$ cat src/logic/cache_control.sv
/*
 * Cache controller.
 * Four-state FSM that answers hits in idle, writes back a dirty victim,
 * fills the line from physical memory and then waits for the memory
 * response to drop before going back to idle. Counts misses.
 */

`timescale 1ns/1ns
`default_nettype none

module cache_control (
    input wire clk,
    input wire rst,
    input wire mem_read,
    input wire mem_write,
    input wire hit,
    input wire dirty,
    input wire pmem_resp,
    output logic load,
    output logic access_sel,
    output logic load_lru,
    output logic set_dirty,
    output logic clear_dirty,
    output logic address_sel,
    output logic pmem_read,
    output logic pmem_write,
    output logic mem_resp,
    output logic stall,
    output logic [31:0] miss_count
);

    // state encodings.
    localparam logic [1:0] idle = 2'd0;
    localparam logic [1:0] write_back = 2'd1;
    localparam logic [1:0] miss = 2'd2;
    localparam logic [1:0] buffer = 2'd3;

    logic [1:0] state;
    logic [1:0] next_state;
    logic [31:0] miss_count_next;
    logic request;

    assign request = mem_read || mem_write;

    always_ff @(posedge clk) begin
        if (rst) begin
            state <= idle;
            miss_count <= '0;
        end else begin
            state <= next_state;
            miss_count <= miss_count_next;
        end
    end

    // state outputs.
    always_comb begin
        load = 1'b0;
        access_sel = 1'b0;
        load_lru = 1'b0;
        set_dirty = 1'b0;
        clear_dirty = 1'b0;
        address_sel = 1'b0;
        pmem_read = 1'b0;
        pmem_write = 1'b0;
        mem_resp = 1'b0;
        stall = 1'b0;
        miss_count_next = miss_count;

        case (state)
            idle: begin
                if (request) begin
                    if (hit) begin
                        load_lru = 1'b1;
                        mem_resp = 1'b1;
                        // write hit merges the word into the line.
                        if (mem_write) begin
                            load = 1'b1;
                            set_dirty = 1'b1;
                        end
                    end else begin
                        stall = 1'b1;
                        miss_count_next = miss_count + 32'd1;
                    end
                end
            end

            write_back: begin
                // victim line goes out at its own address.
                address_sel = 1'b1;
                pmem_write = 1'b1;
                stall = 1'b1;
            end

            miss: begin
                access_sel = 1'b1;
                pmem_read = 1'b1;
                stall = 1'b1;
                // the fill lands only when the line is on the bus.
                if (pmem_resp) begin
                    load = 1'b1;
                    clear_dirty = 1'b1;
                end
            end

            buffer: begin
                stall = 1'b1;
            end

            default: begin
                stall = 1'b1;
            end
        endcase
    end

    // next state.
    always_comb begin
        next_state = state;

        case (state)
            idle: begin
                if (request && !hit) begin
                    next_state = dirty ? write_back : miss;
                end
            end

            write_back: begin
                if (pmem_resp) begin
                    next_state = miss;
                end
            end

            miss: begin
                if (pmem_resp) begin
                    next_state = buffer;
                end
            end

            buffer: begin
                if (!pmem_resp) begin
                    next_state = idle;
                end
            end

            default: begin
                next_state = idle;
            end
        endcase
    end

    // only one memory transfer at a time.
    assert property (@(posedge clk) disable iff (rst) !(pmem_read && pmem_write));

    // a processor response is only given while the FSM sits in idle.
    assert property (@(posedge clk) disable iff (rst) mem_resp |-> (state == idle) && request);

endmodule : cache_control

`default_nettype wire

$ cat config.mk
export PLATFORM = sky130hd
export DESIGN_NAME = cache_control
export DESIGN_NICKNAME = d
export VERILOG_FILES = /design/src/logic/cache_control.sv
export SDC_FILE = /design/constraint.sdc
export NUM_CORES = 1
export LEC_CHECK = 0
export ABC_CLOCK_PERIOD_IN_PS = 2900
export BUFFER_PORTS_ARGS = -buffer_cell sky130_fd_sc_hd__buf_2
export CORE_ASPECT_RATIO = 1.2
export CORE_UTILIZATION = 25
export CTS_CLUSTER_DIAMETER = 120
export DETAILED_ROUTE_END_ITERATION = 10
export GPL_TIMING_DRIVEN = 0
export PLACE_DENSITY_LB_ADDON = 0.2
export SYNTH_ARGS = -nofsm -noshare
export SYNTH_HDL_FRONTEND = slang
export SYNTH_SLANG_ARGS = --single-unit
$ cat constraint.sdc
create_clock -name clk -period 2.9 [get_ports clk]
set_input_delay 0.145 -clock clk [delete_from_list [all_inputs] [get_ports clk]]
set_output_delay 0.145 -clock clk [all_outputs]
set_load 0.02 [all_outputs]
# == After elaboration in Yosys (flattened, before gate mapping) ==
# Cells that the tools add are included.
# word_totals
ff_bits,34
output_inout_bits,42
word_cells,39
# classes
n_addsub,1
n_eq_ne,7
mux,21
bitwise,1
reduce_logical,7
# op_table
operator,count
adder 32 x 1 -> 32 bit (second input constant),1
two-way mux 1 bit,13
two-way mux 2 bit,5
!= test 2 bit (second input constant),4
one-hot mux 2 bit (4 select lines),1
== test 2 bit (second input constant),2
one-hot mux 1 bit (2 select lines),2
AND reduction 4 bit,1
AND reduction 3 bit,1
OR reduction 3 bit,1
== test 2 x 1 -> 1 bit (second input constant),1
zero test 2 bit,1
logical AND 1 bit,1
zero test 1 bit,1
logical OR 1 bit,1
NOT 1 bit,1

# == Depth between registers and ports, before layout ==
# Gate-level depths: netlist of run 1.
# logic_depth
word_depth,4
depth_mapped,9

# == Worst setup path before layout of run 1 ==
# Ideal clock, no wire load.
# synth_timing
kind,register to register
start,reg miss_count[14]
end,reg miss_count[22]
setup_ns,0.132
t_arrival_ns,1.845
path_slack_ns,0.922
path_stages_with_launch,7
n_path_buf,2
period_less_slack_ns,1.978
path_cell_list,dfxtp_1 -> nand4_1 -> or4_1 -> clkbuf_2 -> clkbuf_1 -> o31ai_1 -> a21oi_1
# synth_between
elab_chain_len,1
# synth_rtl
element,line,rtl
from (decl),29,output logic [31:0] miss_count
from (signal assigned),51,miss_count <= miss_count_next;
adder 32 x 1 -> 32 bit,82,miss_count_next = miss_count + 32'd1;
# No other way between the ends.
# A chain may end at the register's enable or synchronous reset.

# == Worst setup path in the final report of run 1 ==
# layout_timing
start,reg miss_count[15]
end,reg miss_count[31]
# Same word-level chain as after synthesis.

==> results_tabular.tex, run 1 <==
\begin{tabular}{lr}
\hline
Metric & Value \\
\hline
\multicolumn{2}{l}{\textbf{Global routing}} \\
Global-route track usage on met3 & 4.115\% \\
Wire length of the first global-routing pass & 8.066 mm \\
Vias in the first global route & 1607 \\
Pin count of the biggest net entering global routing & 11 \\
Total congestion overflow & 0 \\
Number of antenna violations at the first check in global routing & 0 \\
Met2 Use GR & 23.58\% \\
Fraction of met1 tracks used by global routing & 16.41\% \\
Busiest layer in global routing & met2 \\
Total global-route track usage & 13.69\% \\
\multicolumn{2}{l}{\textbf{Route}} \\
Initial DRC count & 56 \\
Drt pass-1 iters & 4 \\
WL final & 4.951 mm \\
Post-detailed-route wirelength per cell & 13.91 um \\
Number of vias after detailed routing & 1789 \\
Vias/cell & 5.025 \\
Total DRC errors in the routed layout & 0 \\
Antenna Nets Post-Route & 0 \\
\multicolumn{2}{l}{\textbf{Clocking}} \\
Hold bufs inserted after CTS & 0 \\
Total clock sinks & 34 \\
Clock buffers created by TritonCTS & 5 \\
TritonCTS clock tree & built \\
Clock Root Buffer & clkbuf\_8 \\
Post-CTS repair timing setup buffer count & 0 \\
Resized Gates After CTS & 0 \\
Clock tree buffer depth & 2 \\
Clock transition at the registers of the reported paths & 0.07 ns \\
H-Tree Level Count & 2 \\
Clk\_lat worst skew & 0.29 ns \\
\multicolumn{2}{l}{\textbf{Critical path}} \\
Type of the setup path with the least slack & flip-flop to flip-flop \\
CP top delay family & simple AND/OR/NAND/NOR gates \\
Max FO, Critical Path & 10 \\
Kind of end point of the critical path & flip-flop \\
Count of buffering cells on the critical path with inverters included & 2 \\
Critical Path Start Type & flip-flop \\
WP data arrival & 2.40 ns \\
Crit-path max cell delay & 0.65 ns \\
Cell Chain, Critical Path & nand4\_1, or4\_1, clkbuf\_2, clkbuf\_1, o31ai\_1, a21oi\_1 \\
Critical Path Slowest Stage Cell & or4\_1 \\
Launch point of the worst reg-to-reg path & miss\_count[15] \\
Critical path origin & miss\_count[15] \\
Crit path required time & 3.04 ns \\
\multicolumn{2}{l}{\textbf{Floorplan}} \\
Number of top-level pins & 49 \\
Chip Width & 79.71 um \\
Total die area & 7593 sq um \\
Count of standard-cell rows & 33 \\
Starting density of the core & 26.12\% \\
Chip Height & 95.26 um \\
Core Area & 6937 sq um \\
\multicolumn{2}{l}{\textbf{Power and ir drop}} \\
Max IR drop VDD & 0.0002692 V \\
Pwr/cell area & 492.6 nW/um\^{}2 \\
Leakage power total & 0.8711 nW \\
\multicolumn{2}{l}{\textbf{Yosys}} \\
Warnings from Yosys & 0 \\
Syn Inst Count & 214 \\
Cell taking the most area after synthesis & dfxtp\_1 \\
Count of different cell masters after synthesis & 34 \\
Largest family of logic cells by synthesized area & simple AND/OR/NAND/NOR gates \\
Post-synthesis compound-gate area fraction & 19.89\% \\
Share of the yosys chip area belonging to registers & 37.57\% \\
Yosys top cell area share & 37.57\% \\
Synth Area per Inst & 8.466 sq um \\
Fraction of synthesized cell area in xor and xnor cells & 3.384\% \\
Synth Area in Adders & 4.144\% \\
Synth Area in Simple Gates & 28.11\% \\
Flip-flop and latch count after synthesis & 34 \\
Cell area after synthesis & 1812 sq um \\
Main area contributors after synthesis & dfxtp\_1 38\%, or4\_1 8.3\%, o31ai\_1 7.9\% \\
Number of nets in the synthesized netlist & 227 \\
Share of synthesized area spent on multiplexers & 0.5525\% \\
\multicolumn{2}{l}{\textbf{Placement}} \\
Worst Setup Slack post-DPL & 0.6635 ns \\
Dpl hpwl & 3.554 mm \\
Port Buf Inserts & 47 \\
Weighted congestion reported at the end of routability-driven placement & 0.7181 \\
\multicolumn{2}{l}{\textbf{Timing}} \\
Measured slew at the worst slew-check pin & 0.5689 ns \\
Worst clock skew & 0.007111 ns \\
Sum Neg Setup Slack & 0 ns \\
Post-Route Hold Slack & 0.2095 ns \\
Worst slew margin & 62.07\% \\
Post-route fraction of the period consumed by the critical path & 77.91\% \\
Final number of hold-violating endpoints & 0 \\
RSZ-0062 raised after global routing & no \\
Final setup viols & 0 \\
Min Tclk post-route & 2.259 ns \\
Max Freq & 0.4426 GHz \\
Max-slew violation total from the final report & 0 \\
Post-route worst setup slack & 0.6406 ns \\
\multicolumn{2}{l}{\textbf{Finish}} \\
\# nets final & 281 \\
N\_diodes & 0 \\
Fillers & 770 \\
Most common cell after layout, fill and taps aside & buf\_2 \\
Fraction of final layout cells sized beyond drive strength 1 & 24.16\% \\
Top library cells by usage in the layout, fill and taps aside & 48 x buf\_2, 34 x dfxtp\_1, 26 x a21oi\_1 \\
Syn-to-layout area delta & 24.03\% \\
\multicolumn{2}{l}{\textbf{Hold path}} \\
Min-Delay Path Class & primary input to flip-flop \\
Hold Startpoint & rst \\
\multicolumn{2}{l}{\textbf{Job}} \\
\# Max-Cap Violations & 0 \\
\multicolumn{2}{l}{\textbf{Outcome}} \\
Run status & complete, no violations \\
\hline
\end{tabular}
-- routing by layer --
layer | routed length, um | vias up
li1 | - | 914
met1 | 2257 | 827
met2 | 2385 | 43
met3 | 264 | 5
met4 | 43 | 0
met5 | 0 | -
-- final timing paths --
path	to	slack, ns	cells after the start
max	miss_count[31]	0.64	6
min	miss_count[20]	0.21	2
max reg2reg	miss_count[31]	0.64	6
min reg2reg	miss_count[29]	0.49	2
-- cell families (layout without fill, tap and decap cells) --
logic type	after synthesis	in the layout
mux	1	1
buf+inv	23	78
compound gates	56	56
flops	34	34
xor+xnor	7	7
simple gates	87	87
fa+ha+maj	6	6
-- power breakdown --
part           internal [mW]  total, mW  switching, mW
clock network          0.192      0.369          0.177
logic                 0.0916      0.243          0.151
registers              0.480      0.495         0.0152
-- layout make-up --
type / instances / area [sq um] / share of cell area (%)
Multi-Input combinational cell: 157 / 1016 / 45.21
Sequential cell: 34 / 680.7 / 30.29
Timing Repair Buffer: 47 / 235.2 / 10.47
Tap cell: 87 / 108.9 / 4.844
Buffer: 16 / 88.84 / 3.953
Clock buffer: 7 / 86.33 / 3.842
Inverter: 7 / 26.28 / 1.169
Clock inverter: 1 / 5.005 / 0.2227
-- flip-flops by register name, summed over array words and instances (netlist names) --
signal      cells
state           2
miss_count     32
-- synth_stat cells, drive strengths merged --
| cell type | n |
|---|---|
| a211oi | 2 |
| a21oi | 26 |
| a2bb2oi | 1 |
| and2 | 2 |
| and3 | 5 |
| and4 | 4 |
| buf | 7 |
| clkbuf | 9 |
| dfxtp | 34 |
| ha | 6 |
| inv | 7 |
| mux2i | 1 |
| nand2 | 13 |
| nand3 | 13 |
| nand4 | 8 |
| nor2 | 10 |
| nor2b | 1 |
| nor3 | 1 |
| nor4 | 1 |
| o211a | 1 |
| o21ai | 5 |
| o21ba | 1 |
| o21bai | 1 |
| o31ai | 19 |
| or2 | 1 |
| or3 | 7 |
| or4 | 21 |
| xnor2 | 3 |
| xor2 | 4 |
-- worst reg2reg max path, cell delays in order (launching register included) --
cell and delay [ns]:
dfxtp_1 0.44, nand4_1 0.18, or4_1 0.65, clkbuf_2 0.23, clkbuf_1 0.27, o31ai_1 0.27
a21oi_1 0.09
-- stage by stage --
| stage | cell area (sq um) | power (mW) | util [%] | cells |
|---|---|---|---|---|
| after floorplan | 1812 | 0.6834 | - | 214 |
| after global placement | 2156 | 0.7535 | 31.08 | 348 |
| after detailed placement | 2156 | 0.7525 | 31.08 | 348 |
| after CTS | 2247 | 1.124 | 32.40 | 356 |
| after global routing | 2247 | 1.169 | 32.40 | 356 |
| final | 2247 | 1.107 | 32.40 | 356 |
No activity file was read; power rests on OpenSTA's default activity.
==> run 2: changes to the inputs <==
ABC_CLOCK_PERIOD_IN_PS = 2100   (was 2900)
clock period = 2.1 ns   (was 2.9 ns; I/O delays follow)
==> results_tabular.tex, run 2 (synthesis results as in run 1) <==
\begin{tabular}{lr}
\hline
Metric & Value \\
\hline
\multicolumn{2}{l}{\textbf{Outcome}} \\
Run status & complete, no violations \\
\multicolumn{2}{l}{\textbf{Critical path}} \\
WP data arrival & 2.24 ns (-0.16 ns) \\
Depth of the most critical reg-to-reg path & 8 (+2) \\
Type of the setup path with the least slack & flip-flop to flip-flop \\
Crit path required time & 2.31 ns (-0.73 ns) \\
Critical Path Start Type & flip-flop \\
Max FO, Critical Path & 10 (unchanged) \\
Kind of end point of the critical path & flip-flop \\
\multicolumn{2}{l}{\textbf{Global routing}} \\
Total congestion overflow & 0 (unchanged) \\
Wire length of the first global-routing pass & 8.052 mm (-0.17\%) \\
Total global-route track usage & 13.65\% (-0.040 points) \\
Vias in the first global route & 1615 (+0.50\%) \\
Number of antenna violations at the first check in global routing & 0 (unchanged) \\
Pin count of the biggest net entering global routing & 11 (unchanged) \\
\multicolumn{2}{l}{\textbf{Timing}} \\
Max Freq & 0.4916 GHz (+11\%) \\
Final setup viols & 0 (unchanged) \\
Post-route fraction of the period consumed by the critical path & 96.86\% (+19 points) \\
Measured slew at the worst slew-check pin & 0.5702 ns (+0.001253 ns) \\
Final number of hold-violating endpoints & 0 (unchanged) \\
Sum Neg Setup Slack & 0 ns (unchanged) \\
Worst clock skew & 0.005149 ns (-0.001961 ns) \\
Worst slew margin & 61.99\% (-0.084 points) \\
Min Tclk post-route & 2.034 ns (-0.2255 ns) \\
Post-Route Hold Slack & 0.1688 ns (-0.04068 ns) \\
Max-slew violation total from the final report & 0 (unchanged) \\
\multicolumn{2}{l}{\textbf{Placement}} \\
Dpl hpwl & 3.554 mm (unchanged) \\
Port Buf Inserts & 47 (unchanged) \\
Weighted congestion reported at the end of routability-driven placement & 0.7181 (unchanged) \\
\multicolumn{2}{l}{\textbf{Power and ir drop}} \\
Switch Pwr & 0.4947 mW (+44\%) \\
Cell Int Power & 1.082 mW (+42\%) \\
Max IR drop VDD & 0.0003600 V (+34\%) \\
Switching share of total power & 31.38\% (+0.33 points) \\
Pwr/cell area & 666.3 nW/um\^{}2 (+35\%) \\
Portion of total power attributed to the clock network & 32.6\% (-0.7 points) \\
Sequential cell fraction of total power & 44.1\% (-0.6 points) \\
Leakage power total & 0.9064 nW (+4.0\%) \\
Comb pwr share & 23.3\% (+1.4 points) \\
\multicolumn{2}{l}{\textbf{Hold path}} \\
Min-Delay Path Class & primary input to flip-flop \\
Number of instances on the worst hold path & 2 (unchanged) \\
\multicolumn{2}{l}{\textbf{Route}} \\
WL final & 5.001 mm (+1.0\%) \\
Total DRC errors in the routed layout & 0 (unchanged) \\
Drt pass-1 iters & 4 (unchanged) \\
Antenna Nets Post-Route & 0 (unchanged) \\
Post-detailed-route wirelength per cell & 13.89 um (-0.11\%) \\
Number of vias after detailed routing & 1819 (+1.7\%) \\
Vias/cell & 5.053 (+0.55\%) \\
Initial DRC count & 63 (+13\%) \\
\multicolumn{2}{l}{\textbf{Clocking}} \\
Clk\_lat worst skew & 0.29 ns (about the same) \\
H-Tree Level Count & 2 (unchanged) \\
Clock Root Buffer & clkbuf\_8 \\
TritonCTS clock tree & built \\
Clock buffers created by TritonCTS & 5 (unchanged) \\
Total clock sinks & 34 (unchanged) \\
Hold bufs inserted after CTS & 0 (unchanged) \\
Clock transition at the registers of the reported paths & 0.07 ns (about the same) \\
Clock tree buffer depth & 2 (unchanged) \\
\multicolumn{2}{l}{\textbf{Floorplan}} \\
Chip Height & 95.26 um (unchanged) \\
Core Area & 6937 sq um (unchanged) \\
Starting density of the core & 26.12\% (unchanged) \\
Count of standard-cell rows & 33 (unchanged) \\
Chip Width & 79.71 um (unchanged) \\
Number of top-level pins & 49 (unchanged) \\
Total die area & 7593 sq um (unchanged) \\
\multicolumn{2}{l}{\textbf{Finish}} \\
Fraction of final layout cells sized beyond drive strength 1 & 31.87\% (+7.7 points) \\
Top library cells by usage in the layout, fill and taps aside & 48 x buf\_2, 26 x a21oi\_1, 26 x dfxtp\_1 \\
Fillers & 770 (unchanged) \\
Layout Utilization & 34.11\% (+1.7 points) \\
Largest registers & miss\_count x32, state x2 \\
Most common cell after layout, fill and taps aside & buf\_2 \\
\# nets final & 285 (+1.4\%) \\
Flip-flop count of the largest register after layout & 32 (unchanged) \\
Most flop-heavy register & miss\_count \\
N\_diodes & 0 (unchanged) \\
Syn-to-layout area delta & 30.59\% \\
\multicolumn{2}{l}{\textbf{Job}} \\
\# Max-Cap Violations & 0 (unchanged) \\
\hline
\end{tabular}
-- run 2: repair_timing --
action	4_1_cts	5_1_grt
resized for setup	11	20
setup endpoints to repair	22	17
pin swaps	0	1
setup buffers	2	2
-- run 2: path summary, 6_finish.rpt --
kind | from | endpoint | slack, ns
max | state[0] | miss_count[15] | 0.07
min | rst | miss_count[20] | 0.17
max reg2reg | state[0] | miss_count[15] | 0.07
min reg2reg | miss_count[30] | miss_count[30] | 0.50
-- run 2: area by class of cell --
| class | count | area [sq um] | area share (%) |
|---|---|---|---|
| clock buffer | 7 | 86.33 | 3.649 |
| tap | 87 | 108.9 | 4.601 |
| buffer | 16 | 98.84 | 4.178 |
| multi-input combinational | 157 | 1075 | 45.43 |
| sequential | 34 | 695.7 | 29.40 |
| timing repair buffer | 51 | 265.3 | 11.21 |
| inverter | 7 | 31.28 | 1.322 |
| clock inverter | 1 | 5.005 | 0.2115 |
-- run 2: stage by stage --
stage,cells,power (mW),setup WS (ns),cell area (sq um)
detailed placement,348,1.039,-0.1365,2156
finish,360,1.576,0.06602,2366
global placement,348,1.041,-0.1291,2156
floorplan,214,0.9437,0.1223,1812
global route,360,1.658,-0.005352,2366
CTS,358,1.567,0.008371,2295
-- run 2: layer usage --
layer	wire [um]	up-vias	global-route usage, %
met1	2281	843	16.58
li1	-	926	-
met3	266	5	4.115
met2	2405	45	23.22
met5	0	-	0
met4	47	0	3.636
-- run 2: power by group through the flow --
stage	logic [mW]	registers, mW	clock network [mW]
after CTS	0.354	0.686	0.527
after detailed placement	0.340	0.699	0
after floorplan	0.241	0.703	0
after global routing	0.403	0.700	0.555
final	0.367	0.696	0.514
after global placement	0.342	0.699	0
-- run 2: worst max-delay path, stage by stage (launching register included) --
cell,delay [ns]
dfxtp_4,0.37
inv_4,0.07
ha_4,0.14
nand2_1,0.05
or4_4,0.47
buf_6,0.15
buf_6,0.14
or4_1,0.40
a21oi_1,0.15
==> run 3: changes to the inputs <==
CTS_BUF_LIST = sky130_fd_sc_hd__clkbuf_4 sky130_fd_sc_hd__clkbuf_8   (was default)
==> results_tabular.tex, run 3 (synthesis results as in run 1) <==
\begin{tabular}{lr}
\hline
Metric & Value \\
\hline
\multicolumn{2}{l}{\textbf{Outcome}} \\
Run status & complete, no violations \\
\multicolumn{2}{l}{\textbf{Clocking}} \\
Clock buffers created by TritonCTS & 5 (unchanged) \\
Clock tree buffer depth & 2 (unchanged) \\
Total clock sinks & 34 (unchanged) \\
Clock Root Buffer & clkbuf\_8 \\
Hold bufs inserted after CTS & 0 (unchanged) \\
TritonCTS clock tree & built \\
H-Tree Level Count & 2 (unchanged) \\
Clock transition at the registers of the reported paths & 0.07 ns (about the same) \\
Clk\_lat worst skew & 0.29 ns (about the same) \\
\multicolumn{2}{l}{\textbf{Timing}} \\
Measured slew at the worst slew-check pin & 0.5707 ns (+0.0005298 ns) \\
Final number of hold-violating endpoints & 0 (unchanged) \\
Worst clock skew & 0.006032 ns (+0.0008823 ns) \\
Max-slew violation total from the final report & 0 (unchanged) \\
Min Tclk post-route & 2.033 ns (-0.001197 ns) \\
Post-Route Hold Slack & 0.1691 ns (+0.0002810 ns) \\
Worst slew margin & 61.95\% (about the same) \\
Post-route worst setup slack & 0.06721 ns (+0.001197 ns) \\
Final setup viols & 0 (unchanged) \\
Max Freq & 0.4919 GHz (about the same) \\
Post-route fraction of the period consumed by the critical path & 96.80\% (about the same) \\
Sum Neg Setup Slack & 0 ns (unchanged) \\
\multicolumn{2}{l}{\textbf{Floorplan}} \\
Chip Height & 95.26 um (unchanged) \\
Total die area & 7593 sq um (unchanged) \\
Number of top-level pins & 49 (unchanged) \\
Count of standard-cell rows & 33 (unchanged) \\
Chip Width & 79.71 um (unchanged) \\
Core Area & 6937 sq um (unchanged) \\
Starting density of the core & 26.12\% (unchanged) \\
\multicolumn{2}{l}{\textbf{Global routing}} \\
Total congestion overflow & 0 (unchanged) \\
Busiest layer in global routing & met2 \\
Met2 Use GR & 23.22\% (unchanged) \\
Total global-route track usage & 13.65\% (unchanged) \\
Wire length of the first global-routing pass & 8.052 mm (unchanged) \\
Vias in the first global route & 1615 (unchanged) \\
Global-route track usage on met3 & 4.115\% (unchanged) \\
Fraction of met1 tracks used by global routing & 16.58\% (unchanged) \\
Pin count of the biggest net entering global routing & 11 (unchanged) \\
Number of antenna violations at the first check in global routing & 0 (unchanged) \\
\multicolumn{2}{l}{\textbf{Critical path}} \\
Launch point of the worst reg-to-reg path & state[0] \\
Crit-path max cell delay & 0.47 ns (about the same) \\
Cell Chain, Critical Path & inv\_4, ha\_4, nand2\_1, or4\_4, buf\_6, buf\_6, or4\_1, a21oi\_1 \\
Flop2flop setup slack & 0.07 ns (about the same) \\
CP top delay family & simple AND/OR/NAND/NOR gates \\
Critical R2R Capture & miss\_count[15] \\
WP data arrival & 2.24 ns (about the same) \\
Count of buffering cells on the critical path with inverters included & 3 (unchanged) \\
Kind of end point of the critical path & flip-flop \\
Crit path required time & 2.31 ns (about the same) \\
Type of the setup path with the least slack & flip-flop to flip-flop \\
Critical Path Start Type & flip-flop \\
Critical Path Slowest Stage Cell & or4\_4 \\
Most frequent cell on the critical path & buf\_6 \\
Depth of the most critical reg-to-reg path & 8 (unchanged) \\
Max FO, Critical Path & 10 (unchanged) \\
\multicolumn{2}{l}{\textbf{Finish}} \\
Most common cell after layout, fill and taps aside & buf\_2 \\
N\_diodes & 0 (unchanged) \\
Largest registers & miss\_count x32, state x2 \\
\# nets final & 285 (unchanged) \\
Number of cells in the finished layout apart from fillers & 360 (unchanged) \\
Top library cells by usage in the layout, fill and taps aside & 48 x buf\_2, 26 x a21oi\_1, 26 x dfxtp\_1 \\
Most flop-heavy register & miss\_count \\
Total non-filler cell area in the finished layout & 2370 sq um (+0.16\%) \\
Syn-to-layout area delta & 30.80\% \\
Layout Utilization & 34.16\% (+0.054 points) \\
Fraction of final layout cells sized beyond drive strength 1 & 32.23\% (+0.37 points) \\
Flip-flop count of the largest register after layout & 32 (unchanged) \\
Fillers & 771 (+0.13\%) \\
\multicolumn{2}{l}{\textbf{Route}} \\
Post-detailed-route wirelength per cell & 13.88 um (about the same) \\
WL final & 4.998 mm (about the same) \\
Initial DRC count & 64 (+1.6\%) \\
Antenna Nets Post-Route & 0 (unchanged) \\
Total DRC errors in the routed layout & 0 (unchanged) \\
Drt pass-1 iters & 4 (unchanged) \\
Number of vias after detailed routing & 1813 (-0.33\%) \\
Vias/cell & 5.036 (-0.33\%) \\
\multicolumn{2}{l}{\textbf{Hold path}} \\
Worst hold path endpoint & miss\_count[19] \\
Min-Delay Path Class & primary input to flip-flop \\
Hold Startpoint & rst \\
Number of instances on the worst hold path & 2 (unchanged) \\
\multicolumn{2}{l}{\textbf{Power and ir drop}} \\
Leakage power total & 0.9098 nW (+0.38\%) \\
Pwr/cell area & 670.8 nW/um\^{}2 (+0.68\%) \\
Max IR drop VDD & 0.0003583 V (-0.48\%) \\
Total chip power & 1.590 mW (+0.84\%) \\
\multicolumn{2}{l}{\textbf{Placement}} \\
Weighted congestion reported at the end of routability-driven placement & 0.7181 (unchanged) \\
Placed inst area & 2156 sq um (unchanged) \\
Dpl hpwl & 3.554 mm (unchanged) \\
Port Buf Inserts & 47 (unchanged) \\
Worst Setup Slack post-DPL & -0.1365 ns (unchanged) \\
Placed instance count & 348 (unchanged) \\
\multicolumn{2}{l}{\textbf{Job}} \\
\# Max-Cap Violations & 0 (unchanged) \\
\hline
\end{tabular}
-- run 3: cell counts in the layout (fill, tap and decap cells not counted) --
Identical to the previous run, type by type.
-- run 3: timing repair --
item / 4_1_cts / 5_1_grt
setup buffers: 2 / 2
pin swaps: 0 / 1
resized for setup: 11 / 20
endpoints found under the setup margin: 22 / 17
-- run 3: worst max path at each step --
stage                     slack [ns]  depth (start not counted)             end            from
after floorplan                 0.12                          6  miss_count[22]  miss_count[14]
after global placement         -0.13                          6  miss_count[31]  miss_count[14]
final                           0.07                          8  miss_count[15]        state[0]
after CTS                      0.008                          9  miss_count[31]        state[0]
after global routing          -0.005                          8  miss_count[17]        state[0]
after detailed placement       -0.14                          6  miss_count[28]  miss_count[15]
-- run 3: layer usage --
metal | up-vias | part of all wire [%]
li1 | 925 | -
met1 | 836 | 46
met2 | 47 | 48
met3 | 5 | 5.7
met4 | 0 | 0.96
met5 | - | 0
-- run 3: power breakdown --
part	switching, mW	internal (mW)	total (mW)
clock network	0.251	0.278	0.529
registers	0.0269	0.669	0.695
logic	0.218	0.148	0.366
total	0.495	1.09	1.59
-- run 3: layout make-up --
class,count,area [sq um],area share [%]
inverters,7,31.28,1.320
clock inverters,1,5.005,0.2112
well taps,87,108.9,4.593
repair buffers,51,265.3,11.19
flip-flops and latches,34,695.7,29.36
clock buffers,7,90.09,3.801
multi-input cells,157,1075,45.35
plain buffers,16,98.84,4.171
